==> config.mk <==
export PLATFORM = sky130hd
export DESIGN_NAME = hazardTop
export DESIGN_NICKNAME = d
export VERILOG_FILES = /design/src/isaPkg.sv /design/src/pipePkg.sv /design/src/bypassNetwork.sv /design/src/hazardTop.sv /design/src/regFile.sv /design/src/stageTracker.sv /design/src/stallControl.sv
export SDC_FILE = /design/constraint.sdc
export NUM_CORES = 2
export LEC_CHECK = 0
export BUFFER_PORTS_ARGS = -buffer_cell sky130_fd_sc_hd__buf_2
export CORE_MARGIN = 2
export CORE_UTILIZATION = 60
export DETAILED_ROUTE_END_ITERATION = 6
export PLACE_DENSITY_LB_ADDON = 0.05
export SLEW_MARGIN = 25
export SYNTH_ARGS = -nofsm -noshare
export SYNTH_HDL_FRONTEND = slang
export SYNTH_SLANG_ARGS = --single-unit
export TNS_END_PERCENT = 20
==> constraint.sdc <==
create_clock -name clk -period 4.68 [get_ports clk]
set_input_delay 0.234 -clock clk [delete_from_list [all_inputs] [get_ports clk]]
set_output_delay 0.234 -clock clk [all_outputs]
set_load 0.05 [all_outputs]
==> src/isaPkg.sv <==
`default_nettype none

package isaPkg;

	localparam int regIdxW = 5;
	localparam int regCount = 1 << regIdxW;
	localparam logic [regIdxW-1:0] regZero = '0; // Hard-wired zero register

	typedef enum logic [3:0] {
		opAlu        = 4'd0,
		opLoad       = 4'd1,
		opCp0Read    = 4'd2,
		opStoreCond  = 4'd3, // SC writes its status to rt
		opBranch     = 4'd4,
		opMovCond    = 4'd5, // MOVN and MOVZ
		opMulDiv     = 4'd6,
		opHiloAccess = 4'd7, // MFHI, MFLO, MTHI, MTLO
		opNone       = 4'd8  // Bubble or empty stage
	} opClassE;

	// Classes that end with a GPR write
	function automatic logic writesReg(opClassE cls);
		return cls inside {opAlu, opLoad, opCp0Read, opStoreCond, opMovCond};
	endfunction

	// Result is known only after the memory stages
	function automatic logic lateResult(opClassE cls);
		return cls inside {opLoad, opCp0Read, opStoreCond};
	endfunction

	function automatic logic readsMemData(opClassE cls);
		return cls inside {opLoad, opCp0Read};
	endfunction

endpackage

`default_nettype wire

==> src/pipePkg.sv <==
`default_nettype none

package pipePkg;

	localparam int dataW = 32;

	// Source of a forwarded operand
	typedef enum logic [2-1:0] {
		fwdNone = 2'd0, // Register file value
		fwdMem1 = 2'd1,
		fwdMem2 = 2'd2,
		fwdWb   = 2'd3
	} fwdSelE;

	// Stall table rows in priority order
	typedef enum logic [2:0] {
		causeNone   = 3'd0,
		causeFlush  = 3'd1,
		causeMem    = 3'd2,
		causeHilo   = 3'd3,
		causeMulDiv = 3'd4,
		causeData   = 3'd5
	} stallCauseE;

endpackage

`default_nettype wire

==> src/bypassNetwork.sv <==
`timescale 1ns/1ps
`default_nettype none

module bypassNetwork import isaPkg::*, pipePkg::*; (
	input  logic [regIdxW-1:0] exRs,
	input  logic [regIdxW-1:0] exRt,
	input  logic [regIdxW-1:0] idRs,
	input  logic [regIdxW-1:0] idRt,
	input  opClassE            idClass,
	input  logic [regIdxW-1:0] mem1Dst,
	input  logic [regIdxW-1:0] mem2Dst,
	input  logic [regIdxW-1:0] wbDst,
	input  logic               mem1Wr,
	input  logic               mem2Wr,
	input  logic               wbWr,
	input  opClassE            mem1Class,
	input  logic [dataW-1:0]   mem1Result,
	input  logic [dataW-1:0]   mem2Result,
	input  logic [dataW-1:0]   wbResult,
	input  logic [dataW-1:0]   rfExRs,
	input  logic [dataW-1:0]   rfExRt,
	input  logic [dataW-1:0]   rfIdRs,
	input  logic [dataW-1:0]   rfIdRt,
	output fwdSelE             exRsSel,
	output fwdSelE             exRtSel,
	output fwdSelE             idRsSel,
	output fwdSelE             idRtSel,
	output logic [dataW-1:0]   exRsValue,
	output logic [dataW-1:0]   exRtValue,
	output logic [dataW-1:0]   idRsValue,
	output logic [dataW-1:0]   idRtValue
);

	// Youngest matching producer wins
	function automatic fwdSelE pickSel(logic [regIdxW-1:0] idx, logic withWb);
		if (mem1Wr && mem1Class != opStoreCond && mem1Dst != regZero && mem1Dst == idx)
			return fwdMem1; // SC status not ready yet
		else if (mem2Wr && mem2Dst != regZero && mem2Dst == idx)
			return fwdMem2;
		else if (withWb && wbWr && wbDst != regZero && wbDst == idx)
			return fwdWb;
		return fwdNone;
	endfunction

	function automatic logic [dataW-1:0] pickValue(fwdSelE sel, logic [dataW-1:0] rfData);
		case (sel)
			fwdMem1: return mem1Result;
			fwdMem2: return mem2Result;
			fwdWb:   return wbResult;
			default: return rfData;
		endcase
	endfunction

	always_comb begin
		exRsSel = pickSel(exRs, 1'b1);
		exRtSel = pickSel(exRt, 1'b1);
		idRsSel = (idClass == opBranch) ? pickSel(idRs, 1'b0) : fwdNone; // Compare in ID
		idRtSel = (idClass inside {opBranch, opMovCond}) ? pickSel(idRt, 1'b0) : fwdNone;
	end

	always_comb begin
		exRsValue = pickValue(exRsSel, rfExRs);
		exRtValue = pickValue(exRtSel, rfExRt);
		idRsValue = pickValue(idRsSel, rfIdRs);
		idRtValue = pickValue(idRtSel, rfIdRt);
	end

endmodule

`default_nettype wire

==> src/hazardTop.sv <==
`timescale 1ns/1ps
`default_nettype none

module hazardTop import isaPkg::*, pipePkg::*; (
	input  logic               clk,
	input  logic               rstN,
	input  logic [regIdxW-1:0] idRs,
	input  logic [regIdxW-1:0] idRt,
	input  logic [regIdxW-1:0] idRd,
	input  opClassE            idClass,
	input  logic [dataW-1:0]   exResult,
	input  logic [dataW-1:0]   loadData,
	input  logic               memBusy,
	input  logic               mulBusy,
	input  logic               flush,
	output logic               pcWr,
	output logic               ifIdWr,
	output logic               idExWr,
	output logic               exMem1Wr,
	output logic               mem1Mem2Wr,
	output logic               mem2WbWr,
	output stallCauseE         stallCause,
	output fwdSelE             exRsSel,
	output fwdSelE             exRtSel,
	output fwdSelE             idRsSel,
	output fwdSelE             idRtSel,
	output logic [dataW-1:0]   exRsValue,
	output logic [dataW-1:0]   exRtValue,
	output logic [dataW-1:0]   idRsValue,
	output logic [dataW-1:0]   idRtValue
);

	logic [regIdxW-1:0] exRs;
	logic [regIdxW-1:0] exRt;
	logic [regIdxW-1:0] exDst;
	logic [regIdxW-1:0] mem1Dst;
	logic [regIdxW-1:0] mem2Dst;
	logic [regIdxW-1:0] wbDst;
	opClassE            exClass;
	opClassE            mem1Class;
	opClassE            mem2Class;
	logic               exWr;
	logic               mem1Wr;
	logic               mem2Wr;
	logic               wbWr;
	logic [dataW-1:0]   mem1Result;
	logic [dataW-1:0]   mem2Result;
	logic [dataW-1:0]   wbResult;
	logic [dataW-1:0]   rfExRs;
	logic [dataW-1:0]   rfExRt;
	logic [dataW-1:0]   rfIdRs;
	logic [dataW-1:0]   rfIdRt;

	stageTracker tracker0 (
		.clk(clk), .rstN(rstN),
		.idRs(idRs), .idRt(idRt), .idRd(idRd), .idClass(idClass),
		.exResult(exResult), .loadData(loadData),
		.flush(flush), .ifIdWr(ifIdWr), .idExWr(idExWr),
		.exMem1Wr(exMem1Wr), .mem1Mem2Wr(mem1Mem2Wr), .mem2WbWr(mem2WbWr),
		.exRs(exRs), .exRt(exRt),
		.exDst(exDst), .mem1Dst(mem1Dst), .mem2Dst(mem2Dst), .wbDst(wbDst),
		.exClass(exClass), .mem1Class(mem1Class), .mem2Class(mem2Class),
		.exWr(exWr), .mem1Wr(mem1Wr), .mem2Wr(mem2Wr), .wbWr(wbWr),
		.mem1Result(mem1Result), .mem2Result(mem2Result), .wbResult(wbResult)
	);

	regFile regs0 (
		.clk(clk), .rstN(rstN),
		.we(wbWr && wbDst != regZero), .waddr(wbDst), .wdata(wbResult), // WB write port
		.raddrA(exRs), .raddrB(exRt), .raddrC(idRs), .raddrD(idRt),
		.rdataA(rfExRs), .rdataB(rfExRt), .rdataC(rfIdRs), .rdataD(rfIdRt)
	);

	bypassNetwork bypass0 (
		.exRs(exRs), .exRt(exRt), .idRs(idRs), .idRt(idRt), .idClass(idClass),
		.mem1Dst(mem1Dst), .mem2Dst(mem2Dst), .wbDst(wbDst),
		.mem1Wr(mem1Wr), .mem2Wr(mem2Wr), .wbWr(wbWr), .mem1Class(mem1Class),
		.mem1Result(mem1Result), .mem2Result(mem2Result), .wbResult(wbResult),
		.rfExRs(rfExRs), .rfExRt(rfExRt), .rfIdRs(rfIdRs), .rfIdRt(rfIdRt),
		.exRsSel(exRsSel), .exRtSel(exRtSel), .idRsSel(idRsSel), .idRtSel(idRtSel),
		.exRsValue(exRsValue), .exRtValue(exRtValue),
		.idRsValue(idRsValue), .idRtValue(idRtValue)
	);

	stallControl stall0 (
		.idRs(idRs), .idRt(idRt), .idClass(idClass),
		.exDst(exDst), .mem1Dst(mem1Dst), .mem2Dst(mem2Dst),
		.exClass(exClass), .mem1Class(mem1Class), .mem2Class(mem2Class),
		.exWr(exWr), .mem1Wr(mem1Wr), .mem2Wr(mem2Wr),
		.flush(flush), .memBusy(memBusy), .mulBusy(mulBusy),
		.pcWr(pcWr), .ifIdWr(ifIdWr), .idExWr(idExWr),
		.exMem1Wr(exMem1Wr), .mem1Mem2Wr(mem1Mem2Wr), .mem2WbWr(mem2WbWr),
		.stallCause(stallCause)
	);

endmodule

`default_nettype wire

==> src/regFile.sv <==
`timescale 1ns/1ps
`default_nettype none

module regFile import isaPkg::*, pipePkg::*; (
	input  logic               clk,
	input  logic               rstN,
	input  logic               we,
	input  logic [regIdxW-1:0] waddr,
	input  logic [dataW-1:0]   wdata,
	input  logic [regIdxW-1:0] raddrA,
	input  logic [regIdxW-1:0] raddrB,
	input  logic [regIdxW-1:0] raddrC,
	input  logic [regIdxW-1:0] raddrD,
	output logic [dataW-1:0]   rdataA,
	output logic [dataW-1:0]   rdataB,
	output logic [dataW-1:0]   rdataC,
	output logic [dataW-1:0]   rdataD
);

	logic [dataW-1:0] regs [regCount];

	always_ff @(posedge clk or negedge rstN) begin
		if (!rstN) begin
			for (int i = 0; i < regCount; i++) begin
				regs[i] <= '0;
			end
		end else if (we && waddr != regZero) begin
			regs[waddr] <= wdata;
		end
	end

	// Old value is seen during a same-edge write
	assign rdataA = (raddrA == regZero) ? '0 : regs[raddrA]; // EX rs
	assign rdataB = (raddrB == regZero) ? '0 : regs[raddrB]; // EX rt
	assign rdataC = (raddrC == regZero) ? '0 : regs[raddrC]; // ID rs
	assign rdataD = (raddrD == regZero) ? '0 : regs[raddrD]; // ID rt

endmodule

`default_nettype wire

==> src/stageTracker.sv <==
`timescale 1ns/1ps
`default_nettype none

module stageTracker import isaPkg::*, pipePkg::*; (
	input  logic               clk,
	input  logic               rstN,
	input  logic [regIdxW-1:0] idRs,
	input  logic [regIdxW-1:0] idRt,
	input  logic [regIdxW-1:0] idRd,
	input  opClassE            idClass,
	input  logic [dataW-1:0]   exResult,
	input  logic [dataW-1:0]   loadData,
	input  logic               flush,
	input  logic               ifIdWr,
	input  logic               idExWr,
	input  logic               exMem1Wr,
	input  logic               mem1Mem2Wr,
	input  logic               mem2WbWr,
	output logic [regIdxW-1:0] exRs,
	output logic [regIdxW-1:0] exRt,
	output logic [regIdxW-1:0] exDst,
	output logic [regIdxW-1:0] mem1Dst,
	output logic [regIdxW-1:0] mem2Dst,
	output logic [regIdxW-1:0] wbDst,
	output opClassE            exClass,
	output opClassE            mem1Class,
	output opClassE            mem2Class,
	output logic               exWr,
	output logic               mem1Wr,
	output logic               mem2Wr,
	output logic               wbWr,
	output logic [dataW-1:0]   mem1Result,
	output logic [dataW-1:0]   mem2Result,
	output logic [dataW-1:0]   wbResult
);

	logic [dataW-1:0] mem2Held; // Result carried from EX

	always_ff @(posedge clk or negedge rstN) begin
		if (!rstN) begin
			exRs      <= regZero;
			exRt      <= regZero;
			exDst     <= regZero;
			exClass   <= opNone;
			exWr      <= 1'b0;
			mem1Dst   <= regZero;
			mem1Class <= opNone;
			mem1Wr    <= 1'b0;
			mem2Dst   <= regZero;
			mem2Class <= opNone;
			mem2Wr    <= 1'b0;
			wbDst     <= regZero;
			wbWr      <= 1'b0;
		end else begin
			if (flush || (idExWr && !ifIdWr)) begin // Squash or bubble
				exRs    <= regZero;
				exRt    <= regZero;
				exDst   <= regZero;
				exClass <= opNone;
				exWr    <= 1'b0;
			end else if (idExWr) begin
				exRs    <= idRs;
				exRt    <= idRt;
				exDst   <= idRd;
				exClass <= idClass;
				exWr    <= writesReg(idClass);
			end

			if (flush) begin
				mem1Dst   <= regZero;
				mem1Class <= opNone;
				mem1Wr    <= 1'b0;
			end else if (exMem1Wr) begin
				mem1Dst   <= exDst;
				mem1Class <= exClass;
				mem1Wr    <= exWr;
			end

			// Back end keeps draining through a flush
			if (mem1Mem2Wr) begin
				mem2Dst   <= mem1Dst;
				mem2Class <= mem1Class;
				mem2Wr    <= mem1Wr;
			end

			if (mem2WbWr) begin
				wbDst <= mem2Dst;
				wbWr  <= mem2Wr;
			end
		end
	end

	always_ff @(posedge clk) begin
		if (exMem1Wr) begin
			mem1Result <= exResult;
		end
		if (mem1Mem2Wr) begin
			mem2Held <= mem1Result;
		end
		if (mem2WbWr) begin
			wbResult <= mem2Result;
		end
	end

	// Cache returns load data in MEM2
	assign mem2Result = readsMemData(mem2Class) ? loadData : mem2Held;

endmodule

`default_nettype wire

==> src/stallControl.sv <==
`timescale 1ns/1ps
`default_nettype none

module stallControl import isaPkg::*, pipePkg::*; (
	input  logic [regIdxW-1:0] idRs,
	input  logic [regIdxW-1:0] idRt,
	input  opClassE            idClass,
	input  logic [regIdxW-1:0] exDst,
	input  logic [regIdxW-1:0] mem1Dst,
	input  logic [regIdxW-1:0] mem2Dst,
	input  opClassE            exClass,
	input  opClassE            mem1Class,
	input  opClassE            mem2Class,
	input  logic               exWr,
	input  logic               mem1Wr,
	input  logic               mem2Wr,
	input  logic               flush,
	input  logic               memBusy,
	input  logic               mulBusy,
	output logic               pcWr,
	output logic               ifIdWr,
	output logic               idExWr,
	output logic               exMem1Wr,
	output logic               mem1Mem2Wr,
	output logic               mem2WbWr,
	output stallCauseE         stallCause
);

	logic       exHitsId;
	logic       mem1HitsId;
	logic       mem2HitsId;
	logic       idEarly;
	logic       dataHazard;
	logic [5:0] en; // pc, ifId, idEx, exMem1, mem1Mem2, mem2Wb

	assign exHitsId   = (exDst == idRs) || (exDst == idRt);
	assign mem1HitsId = (mem1Dst == idRs) || (mem1Dst == idRt);
	assign mem2HitsId = (mem2Dst == idRs) || (mem2Dst == idRt);
	assign idEarly    = idClass inside {opBranch, opMovCond}; // Operands needed in ID

	assign dataHazard =
		(exWr && lateResult(exClass) && exHitsId) ||
		(mem1Wr && lateResult(mem1Class) && mem1HitsId) ||
		(idEarly && exWr && exClass != opStoreCond && exDst != regZero && exHitsId) ||
		(idEarly && mem2Wr && readsMemData(mem2Class) && mem2Dst != regZero && mem2HitsId);

	always_comb begin
		if (flush) begin
			en         = {4'b1111, !memBusy, !memBusy};
			stallCause = causeFlush;
		end else if (memBusy) begin
			en         = 6'b000000; // Freeze everything
			stallCause = causeMem;
		end else if (mulBusy && idClass == opHiloAccess) begin
			en         = 6'b001111;
			stallCause = causeHilo;
		end else if (mulBusy && exClass == opMulDiv) begin
			en         = 6'b000000;
			stallCause = causeMulDiv;
		end else if (dataHazard) begin
			en         = 6'b001111; // Bubble into EX
			stallCause = causeData;
		end else begin
			en         = 6'b111111;
			stallCause = causeNone;
		end
	end

	assign {pcWr, ifIdWr, idExWr, exMem1Wr, mem1Mem2Wr, mem2WbWr} = en;

endmodule

`default_nettype wire
=== Word level (Yosys, flattened, before mapping) ===
Cells that the tools add are included.

* Bits in registers: 1166
* Bits of input ports: 88
* Output and inout bits: 145

* Reductions and logical operators: 56
* Bitwise gates (word level): 5
* Order comparisons: 6
* Eq/ne operators: 41
* Muxes and demuxes: 76

{| class="wikitable"
|+ Operators by type and width
! operator !! number
|-
| bitwise mux 1024 bit || 1
|-
| binary-select mux 32 bit (select 5 bit) || 4
|-
| two-way mux 32 bit || 14
|-
| one-hot mux 32 bit (3 select lines) || 4
|-
| demux 32 bit (select 5 bit) || 1
|-
| == test 5 bit || 12
|-
| two-way mux 5 bit || 8
|-
| two-way mux 2 bit || 16
|-
| logical AND 1 bit || 31
|-
| >= comparator 6 bit (second input constant) || 5
|-
| two-way mux 6 bit || 5
|-
| NOT 5 -> 6 bit || 5
|-
| == test 4 x 2 -> 1 bit (second input constant) || 7
|-
| nonzero test 5 bit || 5
|-
| zero test 5 bit || 4
|-
| == test 2 bit (second input constant) || 8
|-
| == test 4 x 1 -> 1 bit (second input constant) || 4
|-
| == test 4 x 3 -> 1 bit (second input constant) || 4
|-
| two-way mux 4 bit || 4
|-
| two-way mux 3 bit || 5
|-
| two-way mux 1 bit || 14
|-
| == test 2 x 1 -> 1 bit (second input constant) || 4
|-
| inequality test 4 x 2 -> 1 bit (second input constant) || 2
|-
| nonzero test 2 bit || 4
|-
| 5 further kinds || 13
|}

=== Longest topological paths before layout ===
* Word-level depth: 17
* Gate-level depth with buffers: 11
* Gate-level depth less buffers: 8

=== Modules after synthesis ===
Synthesis repeated with hierarchy kept, for this count alone.

* Cell total of the unflattened synthesis: 6079
* Area total of the unflattened synthesis: 81191.6 um^2

{| class="wikitable"
|+ Modules (own cells, without submodules)
! module !! instances !! area each (um^2) !! cells an instance
|-
| regFile || 1 || 71199.5 || 5123
|-
| stageTracker || 1 || 5154.9 || 251
|-
| bypassNetwork || 1 || 4286.6 || 626
|-
| stallControl || 1 || 535.5 || 77
|-
| hazardTop || 1 || 15.0 || 2
|}

=== Worst setup path after synthesis ===
Ideal clock, no wire load.

* Path type: input-to-output
* From: in idClass[2]
* To: out stallCause[0]
* Arrival: 3.797 ns
* Required time: 4.446 ns
* Cell stages on the path: 7
* Setup slack: 0.649 ns
* Buffers on the path: 1
* Cells stage by stage: nor2b_1 nand4_1 nand2_1 nor2_1 nor2_1 buf_1 a21o_1

* Word-level cells in the longest chain between the ends: 13

{| class="wikitable"
|+ RTL lines
! element !! line !! text
|-
| start, declared || hazardTop.sv:10 || <nowiki>input opClassE idClass,</nowiki>
|-
| == test 4 x 3 -> 1 bit || stallControl.sv:39 || <nowiki>assign idEarly = idClass inside {opBranch, opMovCond};</nowiki>
|-
| nonzero test 2 bit || stallControl.sv:39 ||
|-
| logical AND 1 bit (4 in a row) || stallControl.sv:44 || <nowiki>(idEarly && exWr && exClass != opStoreCond && exDst != regZero && exHitsId) ||</nowiki>
|-
| logical OR 1 bit || stallControl.sv:43 || <nowiki>(mem1Wr && lateResult(mem1Class) && mem1HitsId) ||</nowiki>
|-
| logical OR 1 bit || stallControl.sv:44 ||
|-
| two-way mux 3 bit || stallControl.sv:60 || <nowiki>end else if (dataHazard) begin</nowiki>
|-
| two-way mux 3 bit || stallControl.sv:57 || <nowiki>end else if (mulBusy && exClass == opMulDiv) begin</nowiki>
|-
| two-way mux 3 bit * || stallControl.sv:54 || <nowiki>end else if (mulBusy && idClass == opHiloAccess) begin</nowiki>
|-
| two-way mux 3 bit * || stallControl.sv:51 || <nowiki>end else if (memBusy) begin</nowiki>
|-
| two-way mux 3 bit * || stallControl.sv:48 || <nowiki>if (flush) begin</nowiki>
|-
| end, declared || hazardTop.sv:22 || <nowiki>output stallCauseE stallCause,</nowiki>
|}

Every way passes the cells marked *; elsewhere a longest branch is shown, timed or not.

=== Worst setup path after layout ===
* From: reg tracker0.mem2Dst[1]
* To: out exRtValue[8]

* Word-level cells in the longest chain between the ends: 8

{| class="wikitable"
|+ RTL lines
! element !! line !! text
|-
| start, declared || stageTracker.sv:23 || <nowiki>output logic [regIdxW-1:0] mem2Dst,</nowiki>
|-
| start signal, assigned || stageTracker.sv:49 || <nowiki>mem2Dst <= regZero;</nowiki>
|-
| start signal, assigned || stageTracker.sv:81 || <nowiki>mem2Dst <= mem1Dst;</nowiki>
|-
| nonzero test 5 bit || bypassNetwork.sv:38 || <nowiki>else if (mem2Wr && mem2Dst != regZero && mem2Dst == idx)</nowiki>
|-
| logical AND 1 bit || bypassNetwork.sv:38 ||
|-
| logical AND 1 bit * || bypassNetwork.sv:38 ||
|-
| two-way mux 2 bit or two-way mux 1 bit (tied branches) || bypassNetwork.sv:38 ||
|-
| two-way mux 2 bit or two-way mux 1 bit (tied branches) || bypassNetwork.sv:36 || <nowiki>if (mem1Wr && mem1Class != opStoreCond && mem1Dst != regZero && mem1Dst == idx)</nowiki>
|-
| two-way mux 2 bit * || bypassNetwork.sv:42 || <nowiki>return fwdNone;</nowiki>
|-
| == test 2 bit or == test 2 x 1 -> 1 bit (tied branches) || bypassNetwork.sv:46 || <nowiki>case (sel)</nowiki>
|-
| one-hot mux 32 bit (3 select lines) * || bypassNetwork.sv:46 ||
|-
| end, declared || hazardTop.sv:28 || <nowiki>output logic [dataW-1:0] exRtValue,</nowiki>
|}

Marked as above.

==> metrics.txt <==
Die H 366 um; vias in the first global route 56,900; worst slew pin tran 1.20 ns; Final period util 1.02; CORE AREA 0.130 mm^2; depth of the CTS H-tree 4; skew final 0.0274 ns; share of cells above drive strength 1 0.508; Final Hold Vio Count 0; most frequent cell after synthesis dfrtp_1; # setup viols final 1; post-route antenna net violation count 0; Max-slew headroom 0.200; synthesized area per cell 14.7 um^2; top post-synthesis cells by area dfrtp_1, mux4_2, mux2_2; worst vdd ir 0.378 mV; largest family of logic cells by synthesized area multiplexers; setup_tns -0.0886 ns; Post-Syn Area 0.0784 mm^2; vias per cell 8.07; CP startpoint kind flop; Reg clk slew, reported paths 0.06 ns; Yosys top cell area share 0.341; clock root cell clkbuf_16; Rows 132; CTS tree yes; routed vias 58,100; Ports 233; Pint 18.3 mW; Leakage 37.2 nW; DRC Markers 0; Overflow after GRT 0; DIE AREA 0.134 mm^2; worst r2r path cells 4; Max Clock Freq 0.210 GHz; synth warn 0; final worst slack -0.0886 ns; clock buffer depth 3; largest net degree at the start of global routing 121; detailed-route wire length per cell 41.1 um; area leader, netlist dfrtp_1; CP Class flop to output port; Hold Path Class input pin to async pin; worst slack, placed 0.862 ns; async set-reset flop share out of synthesis 0.918; multiplexer share of the synthesized area 0.507; syn nets 5,422; Iteration-0 DRC Markers 9,536; status complete, but fails checks; reg-to-reg endpoint regs0.regs[821]; Pins Over Slew Limit 0; min cycle time layout 4.77 ns; global-route wire length before repair 423,000 um; Comb pwr share 0.122; worst skew pair latency 0.82 ns; reg-to-reg slack, setup 1.45 ns; Fillers 9,144; total design power 25.4 mW; PostCTS Resize Cnt 0; sw frac 0.278; largest fanout on the critical path 19; worst path arrival time 4.53 ns; final wirelength 296,000 um; initial antenna violation count 10; Worst Path Required 4.45 ns; number of synthesized flops with an enable pin 96; Die X 366 um; Register Area 0.0297 mm^2; layout overhead on the synthesized area 11.7%; DRT Pass-1 Iters 6; Yosys reg bits 1,166; multi-input combinational cell area 0.0464 mm^2; Critical Path End Type output port; Buffers on Ports 232; Post-Synth Adder-Cell Area 0; post-DP HPWL 167,000 um; Initial Util 0.605; switching power 7.05 mW; Synth Flop Type dfrtp_1; Layout Nets 5,428; Clock power frac 0.452; gr usage total 0.449; CTS buffer count 138; synth unique cells 62; pwr dens 290 mW/mm^2; Synth Area in Compound Gates 0.0504; Synth Area in XOR/XNOR 0.00681; leading cell types by count after synthesis dfrtp_1, mux4_2, mux2_2; Seq/Total Area, Yosys 0.378; failing checks setup timing; Seq pwr share 0.426; Mapped Cells 5,334; unrepaired setup endpoints after global routing false; Max-Cap Viols 0; Post-Synth Simple-Gate Area 0.0218; GPL Wtd Cong 0.893; Clock Sinks 1,166; Crit Reg-Reg Startpoint tracker0.wbDst[1]
[metrics by stage]
stage / area [um^2] / utilization / hold slack [ns] / instances
after floorplan: 78400 / - / -0.0616 / 5334
after global placement: 81400 / 0.628 / 0.293 / 6830
after detailed placement: 81600 / 0.629 / 0.290 / 6834
after CTS: 87200 / 0.673 / 0.0383 / 7174
after global routing: 87600 / 0.675 / 0.0995 / 7198
final: 87600 / 0.675 / 0.0469 / 7199
[how the worst max path moves through the flow]
stage	start	to	slack (ns)	cells past startpoint
after global routing	tracker0.exRt[4]	exRtValue[15]	0.03	9
after CTS	tracker0.mem2Dst[1]	exRtValue[8]	0.01	10
after detailed placement	tracker0.mem2Dst[1]	exRtValue[8]	0.86	10
after global placement	tracker0.exRt[0]	exRtValue[8]	0.94	10
final	tracker0.mem2Dst[1]	exRtValue[8]	-0.09	10
after floorplan	idClass[2]	stallCause[0]	0.65	7
[repair_timing]
action / 4_1_cts / 5_1_grt
setup endpoints to repair: 0 / 3
setup buffers: 0 / 1
endpoints found under the hold margin: 151 / 0
hold buffers: 84 / 0
[flip-flops by register name, indices dropped and copies added, names as in the netlist, 32 cells and up]
signal and cells:
tracker0.mem1Result 32, tracker0.wbResult 32, regs0.regs 1024, tracker0.mem2Held 32
[kinds of logic after synthesis]
| logic type | count (synthesis) |
|---|---|
| simple gates | 374 |
| mux | 2523 |
| compound gates | 548 |
| buf+inv | 662 |
| xor+xnor | 61 |
| flops | 1166 |
[cells in the final DEF, fill, tap and decap left out, types with 21 or more instances in the layout]
| cell | Yosys | final |
|---|---|---|
| dfrtp_1 | 1067 | 1057 |
| mux4_2 | 1055 | 1055 |
| mux2_2 | 959 | 959 |
| mux2i_1 | 416 | 416 |
| buf_2 | 142 | 224 |
| nand2_1 | 162 | 149 |
| clkbuf_16 | 0 | 144 |
| a22oi_1 | 139 | 139 |
| buf_4 | 13 | 130 |
| o22ai_1 | 129 | 129 |
| edfxtp_1 | 96 | 96 |
| mux2_1 | 93 | 93 |
| dlygate4sd3_1 | 0 | 84 |
| o21ai_1 | 61 | 61 |
| nor2_1 | 79 | 60 |
| buf_12 | 0 | 53 |
| o221ai_1 | 52 | 52 |
| a221o_1 | 43 | 43 |
| xnor2_1 | 38 | 38 |
| nor3_1 | 41 | 35 |
| clkinv_2 | 0 | 28 |
| o21ai_0 | 27 | 27 |
| a22o_1 | 27 | 27 |
| clkbuf_8 | 0 | 24 |
| buf_8 | 0 | 24 |
| xor2_1 | 23 | 23 |
| a21oi_1 | 23 | 23 |
| nand3_1 | 22 | 22 |
| a221oi_1 | 22 | 22 |
| clkbuf_1 | 364 | 21 |
[worst max-delay path, stage by stage, from the launching register on]
cell and delay [ns]:
dfrtp_1 0.48, or4_4 0.58, o21ai_4 0.24, nor4_4 0.11
buf_4 0.28, nor2_1 0.22, nand3b_1 0.12, buf_4 0.31
nor3_1 0.79, a221o_1 0.29, buf_2 0.27
[area by class of cell]
class / instances / share of cell area
multi-input cells: 3506 / 0.529
repair buffers: 524 / 0.0515
well taps: 1742 / 0.0249
diodes: 1 / 0.0000286
clock buffers: 188 / 0.0457
inverters: 4 / 0.000171
clock inverters: 68 / 0.00909
flip-flops and latches: 1166 / 0.339
[metal layers]
metal,routed length [um],track usage
met4,19100,0.240
met2,128000,0.637
met1,105000,0.610
met3,43600,0.159
met5,145,0
[power groups by stage]
| stage | logic [mW] | clock network (mW) | registers [mW] |
|---|---|---|---|
| 3_3_place_gp | 2.83 | 0 | 11.0 |
| 6_report | 3.09 | 11.5 | 10.8 |
| 2_1_floorplan | 1.97 | 0 | 10.7 |
| 5_1_grt | 3.19 | 11.9 | 10.8 |
| 4_1_cts | 2.92 | 11.5 | 10.9 |
| 3_5_place_dp | 2.86 | 0 | 11.0 |
(Power assumes the default switching activity.)
